--- src/rtl/user_ctrl_params.svh ---
// width, reset and buffer constants of the C2H credit manager, included wherever a size is needed
`ifndef USER_CTRL_PARAMS_SVH
`define USER_CTRL_PARAMS_SVH

//////////////////////////////
// bus and field widths
//////////////////////////////

// axi-lite data and address width
`define UC_AXIL_W 32
// queue id width, table depth is 2**UC_QID_W
`define UC_QID_W 6
// credit count width, one credit per descriptor
`define UC_CRD_W 16
// transfer length in bytes
`define UC_LEN_W 16
// packets per transfer
`define UC_PKT_W 11
// drop and accept counter width
`define UC_CNT_W 8

//////////////////////////////
// buffer and reset values
//////////////////////////////

// c2h buffer is 4 KiB
`define UC_BUF_SHIFT 12
// 128 byte default transfer
`define UC_LEN_RST 128
`define UC_NUM_PKT_RST 1
`define UC_QID_RST 1

`endif

--- src/rtl/user_ctrl_pkg.sv ---
// shared types of the C2H credit manager, compiled ahead of all RTL and referenced by scoped name
`include "user_ctrl_params.svh"

package user_ctrl_pkg;

   // one axi-lite data or address word
   typedef logic [`UC_AXIL_W-1:0] axil_word_t;
   // queue index into the credit table
   typedef logic [`UC_QID_W-1:0]  qid_t;
   // credit count
   typedef logic [`UC_CRD_W-1:0]  credit_t;
   // byte length
   typedef logic [`UC_LEN_W-1:0]  len_t;
   // packet count
   typedef logic [`UC_PKT_W-1:0]  pkt_cnt_t;

   // register map offsets
   typedef enum logic [`UC_AXIL_W-1:0] {
      REG_QID        = 'h00,
      REG_LEN        = 'h04,
      REG_C2H_CTRL   = 'h08,
      REG_GRANT_STS  = 'h18,
      REG_NUM_PKT    = 'h20,
      REG_SCRATCH0   = 'h60,
      REG_SCRATCH1   = 'h64,
      REG_DROP_CNT   = 'h88,
      REG_ACCEPT_CNT = 'h8C
   } reg_addr_e;

   // credit grant states
   typedef enum logic [1:0] {CRDT_IDLE, CRDT_TFR, CRDT_END} crdt_state_e;

endpackage

--- src/rtl/uc_credit_grant.sv ---
// credit demand calculation and the grant FSM that pays credits out toward the traffic manager
`timescale 1ns/1ps
`include "user_ctrl_params.svh"

module uc_credit_grant (
   input  logic                       axi_aclk,
   input  logic                       axi_aresetn,
   input  logic                       start_pls,
   input  user_ctrl_pkg::len_t        c2h_st_len,
   input  user_ctrl_pkg::pkt_cnt_t    c2h_num_pkt,
   input  user_ctrl_pkg::credit_t     crd_avail,
   input  logic                       crd_added,
   output user_ctrl_pkg::credit_t     credit_needed,
   output user_ctrl_pkg::credit_t     credit_perpkt_in,
   output user_ctrl_pkg::credit_t     credit_out,
   output logic                       credit_updt,
   output user_ctrl_pkg::credit_t     credit_sent,
   output logic                       grant_busy
);

   // fixed buffer size, one credit per buffer
   localparam user_ctrl_pkg::len_t BUF_BYTES = user_ctrl_pkg::len_t'(1 << `UC_BUF_SHIFT);
   localparam user_ctrl_pkg::len_t BUF_MASK  = BUF_BYTES - 1'b1;

   user_ctrl_pkg::crdt_state_e crdt_state;
   logic                       start_d1;
   user_ctrl_pkg::credit_t     perpkt_c;
   user_ctrl_pkg::credit_t     need_c;
   user_ctrl_pkg::credit_t     avail_eff;
   user_ctrl_pkg::credit_t     remain;
   user_ctrl_pkg::credit_t     grant_amt;
   logic                       grant_go;
   logic                       grant_last;

   //////////////////////////////
   // demand
   //////////////////////////////

   // ceil(len / buffer), short packets still take one buffer
   assign perpkt_c = (c2h_st_len <= BUF_BYTES) ? user_ctrl_pkg::credit_t'(1) :
                     user_ctrl_pkg::credit_t'(c2h_st_len >> `UC_BUF_SHIFT) +
                     user_ctrl_pkg::credit_t'(|(c2h_st_len & BUF_MASK));
   assign need_c   = perpkt_c * user_ctrl_pkg::credit_t'(c2h_num_pkt);

   always_ff @(posedge axi_aclk) begin
      if (!axi_aresetn) begin
         credit_needed    <= '0;
         credit_perpkt_in <= '0;
         start_d1         <= 1'b0;
      end else begin
         // demand is valid the cycle after the start pulse
         start_d1 <= start_pls;
         if (start_pls) begin
            credit_needed    <= need_c;
            credit_perpkt_in <= perpkt_c;
         end
      end
   end

   //////////////////////////////
   // grant FSM
   //////////////////////////////

   // crd_avail lags our own subtraction by a cycle so take it off here
   assign avail_eff = !credit_updt ? crd_avail :
                      (crd_avail > credit_out) ? crd_avail - credit_out : '0;
   assign remain    = credit_needed - credit_sent;
   // smaller of what is there and what is still owed
   assign grant_amt = (avail_eff < remain) ? avail_eff : remain;
   assign grant_last = (grant_amt == remain);

   // first grant right after start, later ones when credits arrive
   assign grant_go = (grant_amt != '0) &&
                     (((crdt_state == user_ctrl_pkg::CRDT_IDLE) && start_d1) ||
                      ((crdt_state == user_ctrl_pkg::CRDT_TFR) && crd_added));

   always_ff @(posedge axi_aclk) begin
      if (!axi_aresetn) begin
         crdt_state  <= user_ctrl_pkg::CRDT_IDLE;
         credit_updt <= 1'b0;
         credit_out  <= '0;
         credit_sent <= '0;
      end else begin
         credit_updt <= 1'b0;
         if (grant_go) begin
            credit_updt <= 1'b1;
            credit_out  <= grant_amt;
            credit_sent <= credit_sent + grant_amt;
         end
         case (crdt_state)
            user_ctrl_pkg::CRDT_IDLE: begin
               // zero demand or full cover ends at once
               if (start_d1) begin
                  crdt_state <= grant_last ? user_ctrl_pkg::CRDT_END : user_ctrl_pkg::CRDT_TFR;
               end
            end
            user_ctrl_pkg::CRDT_TFR: begin
               if (grant_go && grant_last) begin
                  crdt_state <= user_ctrl_pkg::CRDT_END;
               end
            end
            user_ctrl_pkg::CRDT_END: begin
               // transfer covered, clear the running sum
               credit_sent <= '0;
               crdt_state  <= user_ctrl_pkg::CRDT_IDLE;
            end
            default: crdt_state <= user_ctrl_pkg::CRDT_IDLE;
         endcase
      end
   end

   assign grant_busy = (crdt_state != user_ctrl_pkg::CRDT_IDLE);

endmodule

--- src/rtl/uc_credit_table.sv ---
// per-queue credit table fed by traffic-manager descriptor status and drained by the grant FSM
`timescale 1ns/1ps
`include "user_ctrl_params.svh"

module uc_credit_table (
   input  logic                       axi_aclk,
   input  logic                       axi_aresetn,
   input  logic                       tm_dsc_sts_vld,
   input  logic                       tm_dsc_sts_qen,
   input  logic                       tm_dsc_sts_qinv,
   input  logic                       tm_dsc_sts_mm,
   input  logic                       tm_dsc_sts_dir,
   input  user_ctrl_pkg::qid_t        tm_dsc_sts_qid,
   input  user_ctrl_pkg::credit_t     tm_dsc_sts_avl,
   input  user_ctrl_pkg::qid_t        c2h_st_qid,
   input  logic                       credit_updt,
   input  user_ctrl_pkg::credit_t     credit_out,
   output logic                       tm_dsc_sts_rdy,
   output user_ctrl_pkg::credit_t     crd_avail,
   output logic                       crd_added
);

   localparam int DEPTH = 1 << `UC_QID_W;

   user_ctrl_pkg::credit_t crd_mem [DEPTH];
   // accepted update, one cycle late
   logic                   tm_acc;
   logic                   upd_d1;
   logic                   qinv_d1;
   user_ctrl_pkg::qid_t    qid_d1;
   user_ctrl_pkg::credit_t avl_d1;
   // single slot for an update pushed back by a grant
   logic                   hold_vld;
   logic                   hold_qinv;
   user_ctrl_pkg::qid_t    hold_qid;
   user_ctrl_pkg::credit_t hold_avl;
   // the update competing for the table this cycle
   logic                   tm_pend;
   logic                   tm_qinv;
   logic                   tm_wr;
   user_ctrl_pkg::qid_t    tm_qid;
   user_ctrl_pkg::credit_t tm_avl;
   user_ctrl_pkg::credit_t tm_val;
   user_ctrl_pkg::credit_t cur_val;
   user_ctrl_pkg::credit_t sub_val;

   // c2h streaming queues only, qinv beats pass so the entry can be cleared
   assign tm_acc = tm_dsc_sts_vld & tm_dsc_sts_rdy & tm_dsc_sts_dir & ~tm_dsc_sts_mm &
                   (tm_dsc_sts_qen | tm_dsc_sts_qinv);

   // held update is older so it goes first
   assign tm_pend = hold_vld | upd_d1;
   assign tm_qid  = hold_vld ? hold_qid : qid_d1;
   assign tm_avl  = hold_vld ? hold_avl : avl_d1;
   assign tm_qinv = hold_vld ? hold_qinv : qinv_d1;
   // the grant subtraction owns the write port when both want it
   assign tm_wr   = tm_pend & ~credit_updt;

   // stall the traffic manager while its update is being deferred
   assign tm_dsc_sts_rdy = ~(credit_updt & tm_pend);

   assign tm_val  = tm_qinv ? '0 : crd_mem[tm_qid] + tm_avl;
   assign cur_val = crd_mem[c2h_st_qid];
   // saturate in case a qinv zeroed the queue under a grant
   assign sub_val = (cur_val > credit_out) ? cur_val - credit_out : '0;

   always_ff @(posedge axi_aclk) begin
      qid_d1 <= tm_dsc_sts_qid;
      avl_d1 <= tm_dsc_sts_avl;
      qinv_d1 <= tm_dsc_sts_qinv;
      if (credit_updt && tm_pend) begin
         hold_qid  <= tm_qid;
         hold_avl  <= tm_avl;
         hold_qinv <= tm_qinv;
      end
   end

   always_ff @(posedge axi_aclk) begin
      if (!axi_aresetn) begin
         upd_d1    <= 1'b0;
         hold_vld  <= 1'b0;
         crd_avail <= '0;
         crd_added <= 1'b0;
         for (int i = 0; i < DEPTH; i++) begin
            crd_mem[i] <= '0;
         end
      end else begin
         upd_d1   <= tm_acc;
         hold_vld <= credit_updt & tm_pend;
         // pulse only for the queue being served
         crd_added <= tm_wr & (tm_qid == c2h_st_qid);
         if (credit_updt) begin
            crd_mem[c2h_st_qid] <= sub_val;
            crd_avail           <= sub_val;
         end else if (tm_pend) begin
            crd_mem[tm_qid] <= tm_val;
            crd_avail       <= (tm_qid == c2h_st_qid) ? tm_val : cur_val;
         end else begin
            crd_avail <= cur_val;
         end
      end
   end

endmodule

--- src/rtl/uc_reg_file.sv ---
// axi-lite register file of the C2H credit manager with start pulse and drop/accept counters
`timescale 1ns/1ps
`include "user_ctrl_params.svh"

module uc_reg_file (
   input  logic                          axi_aclk,
   input  logic                          axi_aresetn,
   input  user_ctrl_pkg::axil_word_t     m_axil_awaddr,
   input  logic                          m_axil_wvalid,
   input  logic                          m_axil_wready,
   input  user_ctrl_pkg::axil_word_t     m_axil_wdata,
   input  user_ctrl_pkg::axil_word_t     m_axil_araddr,
   input  logic                          axis_c2h_drop,
   input  logic                          axis_c2h_drop_valid,
   input  logic                          grant_busy,
   input  user_ctrl_pkg::credit_t        credit_sent,
   output user_ctrl_pkg::axil_word_t     m_axil_rdata,
   output logic                          st_loopback,
   output user_ctrl_pkg::qid_t           c2h_st_qid,
   output user_ctrl_pkg::len_t           c2h_st_len,
   output user_ctrl_pkg::pkt_cnt_t       c2h_num_pkt,
   output logic                          start_pls
);

   logic                          wr_en;
   // start bit of the c2h control word, high for one cycle after the write
   logic                          ctrl_start;
   logic                          start_d1;
   user_ctrl_pkg::axil_word_t     scratch0;
   user_ctrl_pkg::axil_word_t     scratch1;
   logic [`UC_CNT_W-1:0]          drop_cnt;
   logic [`UC_CNT_W-1:0]          accept_cnt;

   // a beat is written when data is valid and accepted
   assign wr_en = m_axil_wvalid & m_axil_wready;

   //////////////////////////////
   // register writes
   //////////////////////////////

   always_ff @(posedge axi_aclk) begin
      if (!axi_aresetn) begin
         c2h_st_qid  <= user_ctrl_pkg::qid_t'(`UC_QID_RST);
         c2h_st_len  <= user_ctrl_pkg::len_t'(`UC_LEN_RST);
         c2h_num_pkt <= user_ctrl_pkg::pkt_cnt_t'(`UC_NUM_PKT_RST);
         st_loopback <= 1'b0;
         ctrl_start  <= 1'b0;
         scratch0    <= '0;
         scratch1    <= '0;
      end else begin
         // start self clears unless written again
         ctrl_start <= 1'b0;
         if (wr_en) begin
            case (m_axil_awaddr)
               user_ctrl_pkg::REG_QID:      c2h_st_qid  <= m_axil_wdata[`UC_QID_W-1:0];
               user_ctrl_pkg::REG_LEN:      c2h_st_len  <= m_axil_wdata[`UC_LEN_W-1:0];
               user_ctrl_pkg::REG_C2H_CTRL: begin
                  // bit 0 loopback, bit 1 start
                  st_loopback <= m_axil_wdata[0];
                  ctrl_start  <= m_axil_wdata[1];
               end
               user_ctrl_pkg::REG_NUM_PKT:  c2h_num_pkt <= m_axil_wdata[`UC_PKT_W-1:0];
               user_ctrl_pkg::REG_SCRATCH0: scratch0    <= m_axil_wdata;
               user_ctrl_pkg::REG_SCRATCH1: scratch1    <= m_axil_wdata;
               // status and counters are read only
               default: ;
            endcase
         end
      end
   end

   //////////////////////////////
   // start pulse
   //////////////////////////////

   always_ff @(posedge axi_aclk) begin
      if (!axi_aresetn) begin
         start_d1 <= 1'b0;
      end else begin
         start_d1 <= ctrl_start;
      end
   end

   // rising edge only, back to back start writes give one pulse
   assign start_pls = ctrl_start & ~start_d1;

   //////////////////////////////
   // drop and accept counters
   //////////////////////////////

   always_ff @(posedge axi_aclk) begin
      if (!axi_aresetn) begin
         drop_cnt   <= '0;
         accept_cnt <= '0;
      end else if (start_pls) begin
         // each transfer counts from zero
         drop_cnt   <= '0;
         accept_cnt <= '0;
      end else if (axis_c2h_drop_valid) begin
         if (axis_c2h_drop) begin
            drop_cnt <= drop_cnt + 1'b1;
         end else begin
            accept_cnt <= accept_cnt + 1'b1;
         end
      end
   end

   //////////////////////////////
   // read mux
   //////////////////////////////

   // combinational from araddr, unmapped offsets return zero
   always_comb begin
      m_axil_rdata = '0;
      case (m_axil_araddr)
         user_ctrl_pkg::REG_QID:        m_axil_rdata[`UC_QID_W-1:0] = c2h_st_qid;
         user_ctrl_pkg::REG_LEN:        m_axil_rdata[`UC_LEN_W-1:0] = c2h_st_len;
         user_ctrl_pkg::REG_C2H_CTRL:   m_axil_rdata[1:0] = {ctrl_start, st_loopback};
         user_ctrl_pkg::REG_GRANT_STS: begin
            // busy flag on top, running grant sum below
            m_axil_rdata[`UC_AXIL_W-1]   = grant_busy;
            m_axil_rdata[`UC_CRD_W-1:0] = credit_sent;
         end
         user_ctrl_pkg::REG_NUM_PKT:    m_axil_rdata[`UC_PKT_W-1:0] = c2h_num_pkt;
         user_ctrl_pkg::REG_SCRATCH0:   m_axil_rdata = scratch0;
         user_ctrl_pkg::REG_SCRATCH1:   m_axil_rdata = scratch1;
         user_ctrl_pkg::REG_DROP_CNT:   m_axil_rdata[`UC_CNT_W-1:0] = drop_cnt;
         user_ctrl_pkg::REG_ACCEPT_CNT: m_axil_rdata[`UC_CNT_W-1:0] = accept_cnt;
         default:                       m_axil_rdata = '0;
      endcase
   end

endmodule

--- src/rtl/user_ctrl_top.sv ---
// top of the C2H credit manager joining register file, credit table and grant FSM
`timescale 1ns/1ps

module user_ctrl_top (
   input  logic                       axi_aclk,
   input  logic                       axi_aresetn,
   input  user_ctrl_pkg::axil_word_t  m_axil_awaddr,
   input  logic                       m_axil_wvalid,
   input  logic                       m_axil_wready,
   input  user_ctrl_pkg::axil_word_t  m_axil_wdata,
   input  user_ctrl_pkg::axil_word_t  m_axil_araddr,
   input  logic                       axis_c2h_drop,
   input  logic                       axis_c2h_drop_valid,
   input  logic                       tm_dsc_sts_vld,
   input  logic                       tm_dsc_sts_qen,
   input  logic                       tm_dsc_sts_qinv,
   input  logic                       tm_dsc_sts_mm,
   input  logic                       tm_dsc_sts_dir,
   input  user_ctrl_pkg::qid_t        tm_dsc_sts_qid,
   input  user_ctrl_pkg::credit_t     tm_dsc_sts_avl,
   output user_ctrl_pkg::axil_word_t  m_axil_rdata,
   output logic                       st_loopback,
   output user_ctrl_pkg::qid_t        c2h_st_qid,
   output user_ctrl_pkg::len_t        c2h_st_len,
   output user_ctrl_pkg::pkt_cnt_t    c2h_num_pkt,
   output user_ctrl_pkg::credit_t     credit_out,
   output user_ctrl_pkg::credit_t     credit_needed,
   output user_ctrl_pkg::credit_t     credit_perpkt_in,
   output logic                       credit_updt,
   output logic                       tm_dsc_sts_rdy
);

   // start and status between registers and grant FSM
   logic                   start_pls;
   logic                   grant_busy;
   user_ctrl_pkg::credit_t credit_sent;
   // availability of the active queue
   user_ctrl_pkg::credit_t crd_avail;
   logic                   crd_added;

   uc_reg_file uc_reg_file_inst (
      .axi_aclk, .axi_aresetn, .m_axil_awaddr, .m_axil_wvalid, .m_axil_wready,
      .m_axil_wdata, .m_axil_araddr, .axis_c2h_drop, .axis_c2h_drop_valid,
      .grant_busy, .credit_sent, .m_axil_rdata, .st_loopback, .c2h_st_qid,
      .c2h_st_len, .c2h_num_pkt, .start_pls
   );

   uc_credit_table uc_credit_table_inst (
      .axi_aclk, .axi_aresetn, .tm_dsc_sts_vld, .tm_dsc_sts_qen, .tm_dsc_sts_qinv,
      .tm_dsc_sts_mm, .tm_dsc_sts_dir, .tm_dsc_sts_qid, .tm_dsc_sts_avl, .c2h_st_qid,
      .credit_updt, .credit_out, .tm_dsc_sts_rdy, .crd_avail, .crd_added
   );

   uc_credit_grant uc_credit_grant_inst (
      .axi_aclk, .axi_aresetn, .start_pls, .c2h_st_len, .c2h_num_pkt, .crd_avail,
      .crd_added, .credit_needed, .credit_perpkt_in, .credit_out, .credit_updt,
      .credit_sent, .grant_busy
   );

endmodule

--- config.mk ---
export PLATFORM = sky130hd
export DESIGN_NAME = user_ctrl_top
export DESIGN_NICKNAME = d
export VERILOG_FILES = /design/src/rtl/user_ctrl_pkg.sv /design/src/rtl/uc_credit_grant.sv /design/src/rtl/uc_credit_table.sv /design/src/rtl/uc_reg_file.sv /design/src/rtl/user_ctrl_top.sv
export VERILOG_INCLUDE_DIRS = /design/src /design/src/rtl
export SDC_FILE = /design/constraint.sdc
export NUM_CORES = 2
export LEC_CHECK = 0
export BUFFER_PORTS_ARGS = -buffer_cell sky130_fd_sc_hd__buf_2
export CORE_MARGIN = 10
export CORE_UTILIZATION = 55
export CTS_BUF_LIST = sky130_fd_sc_hd__clkbuf_2
export DETAILED_ROUTE_END_ITERATION = 10
export PLACE_DENSITY = 0.81
export RECOVER_POWER = 50
export SKIP_LAST_GASP = 1
export SLEW_MARGIN = 20
export SYNTH_ARGS = -nofsm -noshare
export SYNTH_HDL_FRONTEND = slang
export SYNTH_SLANG_ARGS = --single-unit
--- constraint.sdc ---
create_clock -name axi_aclk -period 8 [get_ports axi_aclk]
set_clock_uncertainty 0.05 [all_clocks]
set_input_delay 2 -clock axi_aclk [delete_from_list [all_inputs] [get_ports axi_aclk]]
set_output_delay 2 -clock axi_aclk [all_outputs]
set_load 0.02 [all_outputs]
After elaboration in Yosys (flattened, before gate mapping)
Memory sizes are Yosys's and may differ from the RTL's. A register that Yosys moved wholly into a read port is not among the register bits.
Index checks and enable logic that the tools add are counted.
W data, S select, Z words.
{"block": "totals", "reg_bits": 249, "latchBits": 0, "ramBits": 1024, "romBits": 0, "inputBits": 129, "word_cells": 143, "memories": 1}
{"memory": "uc_credit_table_inst.crd_mem", "words": 64, "width": 16, "rd": 2, "rd_clocked_by_memory_dff": 1, "wr": 64, "line": "uc_credit_table.sv:25", "rtl": "user_ctrl_pkg::credit_t crd_mem [DEPTH];"}
{"block": "classes", "n_addsub": 8, "multipliers": 1, "div": 0, "magnitude_cmp": 4, "n_eq_ne": 19, "shifts": 0, "mux": 40, "n_bitwise": 17, "reduce_logical": 26}
{"operator": "$mux W16", "n": 12}
{"operator": "$eq A32 B7 Y1 const B", "n": 4}
{"operator": "$eq A32 B3 Y1 const B", "n": 2}
{"operator": "$eq A32 B4 Y1 const B", "n": 2}
{"operator": "$eq A32 B6 Y1 const B", "n": 2}
{"operator": "$eq A32 B8 Y1 const B", "n": 2}
{"operator": "$logic_not A32 Y1", "n": 2}
{"operator": "$sub A16 B16 Y16", "n": 3}
{"operator": "$add A16 B16 Y16", "n": 2}
{"operator": "$eq A32 B5 Y1 const B", "n": 1}
{"operator": "$gt A16 B16 Y1", "n": 2}
{"operator": "$pmux W4 S8", "n": 1}
{"operator": "$reduce_or A16 Y1", "n": 2}
{"operator": "$mux W6", "n": 5}
{"operator": "$pmux W15 S2", "n": 1}
{"operator": "$pmux W5 S4", "n": 1}
{"operator": "$pmux W2 S9", "n": 1}
{"operator": "$reduce_and A2 Y1", "n": 9}
{"operator": "$add A8 B1 Y8 const B", "n": 2}
{"operator": "$eq A16 B16 Y1", "n": 1}
{"operator": "$le A16 B13 Y1 const B", "n": 1}
{"operator": "$lt A16 B16 Y1", "n": 1}
{"operator": "$mul A16 B11 Y16", "n": 1}
{"operator": "$reduce_bool A16 Y1", "n": 1}
{"operator": "other kinds (22)", "n": 54}

Logic depth before layout (Yosys ltp)
{"block": "logic_depth", "word_depth": 10, "mapped_depth": 34, "mapped_depth_nobuf": 31}

Modules after synthesis
A second synthesis with hierarchy kept.
{"block": "hier_totals", "cells_unflattened": 5684, "area_unflattened_um2": 69810.7}
{"mod": "uc_credit_table", "n_inst": 1, "cells_each": 4197, "area_per_inst_um2": 56964.6}
{"mod": "uc_credit_grant", "n_inst": 1, "cells_each": 879, "area_per_inst_um2": 7118.1}
{"mod": "uc_reg_file", "n_inst": 1, "cells_each": 608, "area_per_inst_um2": 5728.0}

Worst setup path after synthesis
Ideal clock, no wire load.
{"block": "synth_timing", "kind": "register to register", "from": "register uc_credit_grant_inst.credit_out[0]", "to": "register uc_credit_grant_inst.credit_sent[15]", "setup_ps": 59, "arrival_time_ps": 7418, "setup_slack_ps": 474, "path_stages_with_launch": 33, "path_buffers": 2, "cell_sequence": "dfxtp_1 > ha_1 > inv_1 > fa_1 > a211oi_2 > nor3_1 > o41ai_2 > a21oi_1 > clkbuf_1 > a22oi_1 > inv_1 > ha_1 > a21o_1 > a21o_1 > a21oi_1 > or3b_1 > a311o_1 > a311oi_1 > clkbuf_1 > nand2_1 > o21ai_0 > ha_1 > a21o_1 > a21o_1 > a2111oi_0 > nor3_1 > a2111oi_0 > o31ai_1 > nand3_1 > nand2_1 > xor2_1 > a211o_1 > nand2_1"}
{"block": "synth_between", "elab_chain_cells": 7}
{"element": "start: declaration", "line": "uc_credit_grant.sv:15", "rtl": "output user_ctrl_pkg::credit_t credit_out,"}
{"element": "start signal: assignment", "line": "uc_credit_grant.sv:87", "rtl": "credit_out <= grant_amt;"}
{"element": "$sub A16 B16 Y16 or $gt A16 B16 Y1 (tied branches)", "line": "uc_credit_grant.sv:66", "rtl": "(crd_avail > credit_out) ? crd_avail - credit_out : '0;"}
{"element": "$mux W16 *", "line": "uc_credit_grant.sv:66"}
{"element": "$mux W16 *", "line": "uc_credit_grant.sv:65", "rtl": "assign avail_eff = !credit_updt ? crd_avail :"}
{"element": "$lt A16 B16 Y1", "line": "uc_credit_grant.sv:69", "rtl": "assign grant_amt = (avail_eff < remain) ? avail_eff : remain;"}
{"element": "$mux W16 *", "line": "uc_credit_grant.sv:69"}
{"element": "net uc_credit_grant_inst.grant_amt[1]", "line": "uc_credit_grant.sv:31", "rtl": "user_ctrl_pkg::credit_t grant_amt;"}
{"element": "branches (longest 2 deep; another with $add A16 B16 Y16)"}
{"element": "end signal: assignment", "line": "uc_credit_grant.sv:88", "rtl": "credit_sent <= credit_sent + grant_amt;"}
{"element": "end: declaration", "line": "uc_credit_grant.sv:17", "rtl": "output user_ctrl_pkg::credit_t credit_sent,"}
Mark *: on every way through the listed nets, which the timed path passes.
A chain may end at the register's enable or synchronous reset.

==> results.toml <==
[run_status]
status = "finished with violations"
violations = "max-capacitance violations, max-slew violations"

[routing]
via_per_inst = 6.86
wirelength_um = 234000
drtAntennaViolNets = 0
vias = 53500
drtIter0Drc = 9395
drc_errors = 0
first_pass_iters = 8
wl_per_cell_um = 30.0

[yosys]
synth-xor-area-share = 0.0126
synthAdderAreaFrac = 0.0365
synthCells = 5535
synth_mux_area_frac = 0.209
yosysWarnings = 0
syn_avg_cell_area_sq_um = 12.4
synth_compound_area_frac = 0.0559
synth_top_family_by_area = "multiplexers"
ys_seq_elements = 1268
synth_ff_type = "edfxtp_1"
synth_enable_flop_cells = 1047
synthSimpleGateAreaFrac = 0.128
synth_area_sq_mm = 0.0687
synth_cell_types = 84
seq_area_frac_synth = 0.522
synthArstFlopShare = 0

[floorplanning]
die_y_um = 373
start_util = 0.555
core-area_sq_mm = 0.124
die_w_um = 373
fp.dieArea_sq_mm = 0.139
rows = 129
boundaryPins = 245

[clock_tree]
cts_sinks = 1268
ctsRootBufferMaster = "clkbuf_2"
clock_path_buffers = 4
clock_latency_ns = 1.86
path_clk_slew_ns = 0.12
tritoncts = "built"
cts.htree.levels = 5
hold_buffers = 0
cts_buffers = 336

[worst_setup_path]
cp_max_fo = 35
setup.worst_path.end_class = "flip-flop"
startpoint_type = "input port"
arrival_ns = 9.29
cp_data_required_time_ns = 9.33
path_class = "in2reg"

[global_route]
grt_max_degree = 132
grt_pass1_wl_um = 337000
grt-ovfl-total = 0
grt_pass1_vias = 51500
grt_use_total = 0.325
antenna_found_initial = 30

[timing]
maxSlewViolCount = 278
tightest_slew_ns = 4.22
fin_crit_ns = 7.96
fmax_mhz = 126
setup_viol = 0
slew_headroom = -1.81
hold_viol_final = 0
fin_crit_sh = 0.995
finalSetupTns_ns = 0
rsz0062_at_grt = "no"

[final_layout]
syn2layout_area_growth_pct = 9.34
layout_common_cells = "1207 x nor2_1, 1047 x edfxtp_1, 605 x nand2_1"
drive_gt1_frac = 0.245
nets = 6245
final_common_cell = "nor2_1"
fin_util = 0.607
stdcell_count = 7805

[flow_run]
maxCapViolCount = 7

[place]
placed_cells = 7233
hpwl_um = 159000
port-buffer-count = 233
place.gp.congestion = 0.997

[power_and_ir_drop]
ir_worst_vdd_mv = 0.170
cellPowerDensity_mw_per_mm2 = 178
p_leak_nw = 27.8

[min_path]
worstHoldPathType = "in2reg"
-- Yosys cell counts (all sizes together), types with 8 or more instances --
library cell	instances	share of area
mux4	592	0.19
nand3	30	0.0022
a31oi	44	0.0040
o21a	19	0.0021
inv	156	0.0085
a222oi	20	0.0029
xor2	34	0.0043
a21oi	155	0.011
fa	31	0.0090
or3	20	0.0018
clkbuf	321	0.018
nand4	29	0.0026
buf	125	0.0092
a311oi	51	0.0065
nand2b	8	0.00073
nand2	605	0.033
mux2	15	0.0025
nor2	1210	0.066
ha	151	0.028
mux2i	86	0.013
a22oi	20	0.0022
dfxtp	221	0.064
nor2b	25	0.0023
o21ai	70	0.0051
a21o	26	0.0028
o21bai	12	0.0013
edfxtp	1047	0.46
nor3	61	0.0046
nor4	21	0.0021
o31ai	14	0.0015
a211oi	27	0.0038
and3	72	0.0066
xnor2	62	0.0079
a22o	25	0.0032
and2	30	0.0027
-- cell families (layout without fill, tap and decap cells) --
family | Yosys count | after routing
simple gates | 2140 | 2140
flops | 1268 | 1268
mux | 693 | 693
buf+inv | 605 | 1213
compound gates | 549 | 549
fa+ha+maj | 182 | 182
xor+xnor | 97 | 97
other cells | 1 | 26
-- per-layer routing --
| metal | global-route usage | wire length (um) | share of wire |
|---|---|---|---|
| met5 | 0.0103 | 436 | 0.0019 |
| met3 | 0.126 | 38000 | 0.16 |
| met4 | 0.204 | 18400 | 0.079 |
| met2 | 0.489 | 103000 | 0.44 |
| met1 | 0.393 | 73900 | 0.32 |
-- final timing paths --
| kind | to | startpoint | cells after the start | slack [ns] |
|---|---|---|---|---|
| hold / removal | uc_credit_table_inst.qid_d1[4]$_DFF_P_ | tm_dsc_sts_qid[4] | 1 | 0.34 |
| setup / recovery | uc_credit_table_inst.crd_mem[23][12]$_SDFFCE_PN0P_ | axi_aresetn | 11 | 0.04 |
| hold reg to reg | uc_reg_file_inst.scratch0[17]$_SDFFE_PN0P_ | uc_reg_file_inst.scratch0[17]$_SDFFE_PN0P_ | 2 | 0.41 |
| setup reg to reg | uc_credit_table_inst.crd_mem[38][12]$_SDFFCE_PN0P_ | uc_credit_table_inst.hold_vld$_SDFF_PN0_ | 23 | 0.26 |
-- registers in the layout, indices dropped and copies added, names as in the netlist, 2 cells and up, named ones only --
register and cells:
uc_credit_table_inst.hold_qid 6, uc_reg_file_inst.c2h_st_qid 6, uc_reg_file_inst.accept_cnt 8, uc_credit_table_inst.qid_d1 6, uc_reg_file_inst.scratch0 32, uc_reg_file_inst.c2h_st_len 16
uc_reg_file_inst.drop_cnt 8, uc_credit_table_inst.crd_avail 16, uc_credit_table_inst.avl_d1 16, uc_credit_table_inst.crd_mem 1024, uc_credit_grant_inst.credit_needed 16, uc_credit_grant_inst.credit_sent 16
uc_reg_file_inst.scratch1 32, uc_credit_table_inst.hold_avl 16, uc_credit_grant_inst.credit_perpkt_in 5, uc_credit_grant_inst.crdt_state 2, uc_reg_file_inst.c2h_num_pkt 11, uc_credit_grant_inst.credit_out 16
-- power by group --
| part | switching (W) | internal, W | total, W |
|---|---|---|---|
| combinational | 0.00107 | 0.000541 | 0.00161 |
| clock | 0.00273 | 0.00160 | 0.00433 |
| sequential | 0.000105 | 0.00730 | 0.00741 |
| total | 0.00390 | 0.00945 | 0.0133 |
-- layout make-up --
| type | count | area, sq um |
|---|---|---|
| Multi-Input combinational cell | 3672 | 30700 |
| Antenna cell | 15 | 37.5 |
| Sequential cell | 1268 | 35900 |
| Inverter | 159 | 616 |
| Clock inverter | 86 | 372 |
| Fill cell | 9516 | 48700 |
| Clock buffer | 471 | 2360 |
| Tap cell | 1637 | 2050 |
| Timing Repair Buffer | 497 | 3060 |
-- critical path: stages --
cell	delay (ns)
clkbuf_1	1.25
clkinvlp_2	2.00
or3_2	1.01
buf_4	0.32
a31oi_1	0.54
nor3_1	0.14
buf_4	0.26
nand2_1	0.07
clkbuf_1	0.76
nand2_1	0.49
buf_4	0.41
-- metrics by stage --
| step | hold WS [ns] | area, sq um | worst slack, ns | power [W] |
|---|---|---|---|---|
| final | 0.338 | 75100 | 0.0388 | 0.0133 |
| after global routing | 0.243 | 75100 | 0.0518 | 0.0137 |
| after CTS | 0.267 | 75500 | 0.0486 | 0.0133 |
| after detailed placement | 0.394 | 72800 | 0.126 | 0.00909 |
| after global placement | 0.380 | 72800 | 0.208 | 0.00903 |
| after floorplan | 0.378 | 68700 | 0.474 | 0.00845 |
-- repair_timing --
action	CTS	global route
hold endpoints to repair	0	0
setup buffers	0	0
endpoints found under the setup margin	0	4
resized for setup	0	6
Note: power is estimated with default switching activity, not from simulation.
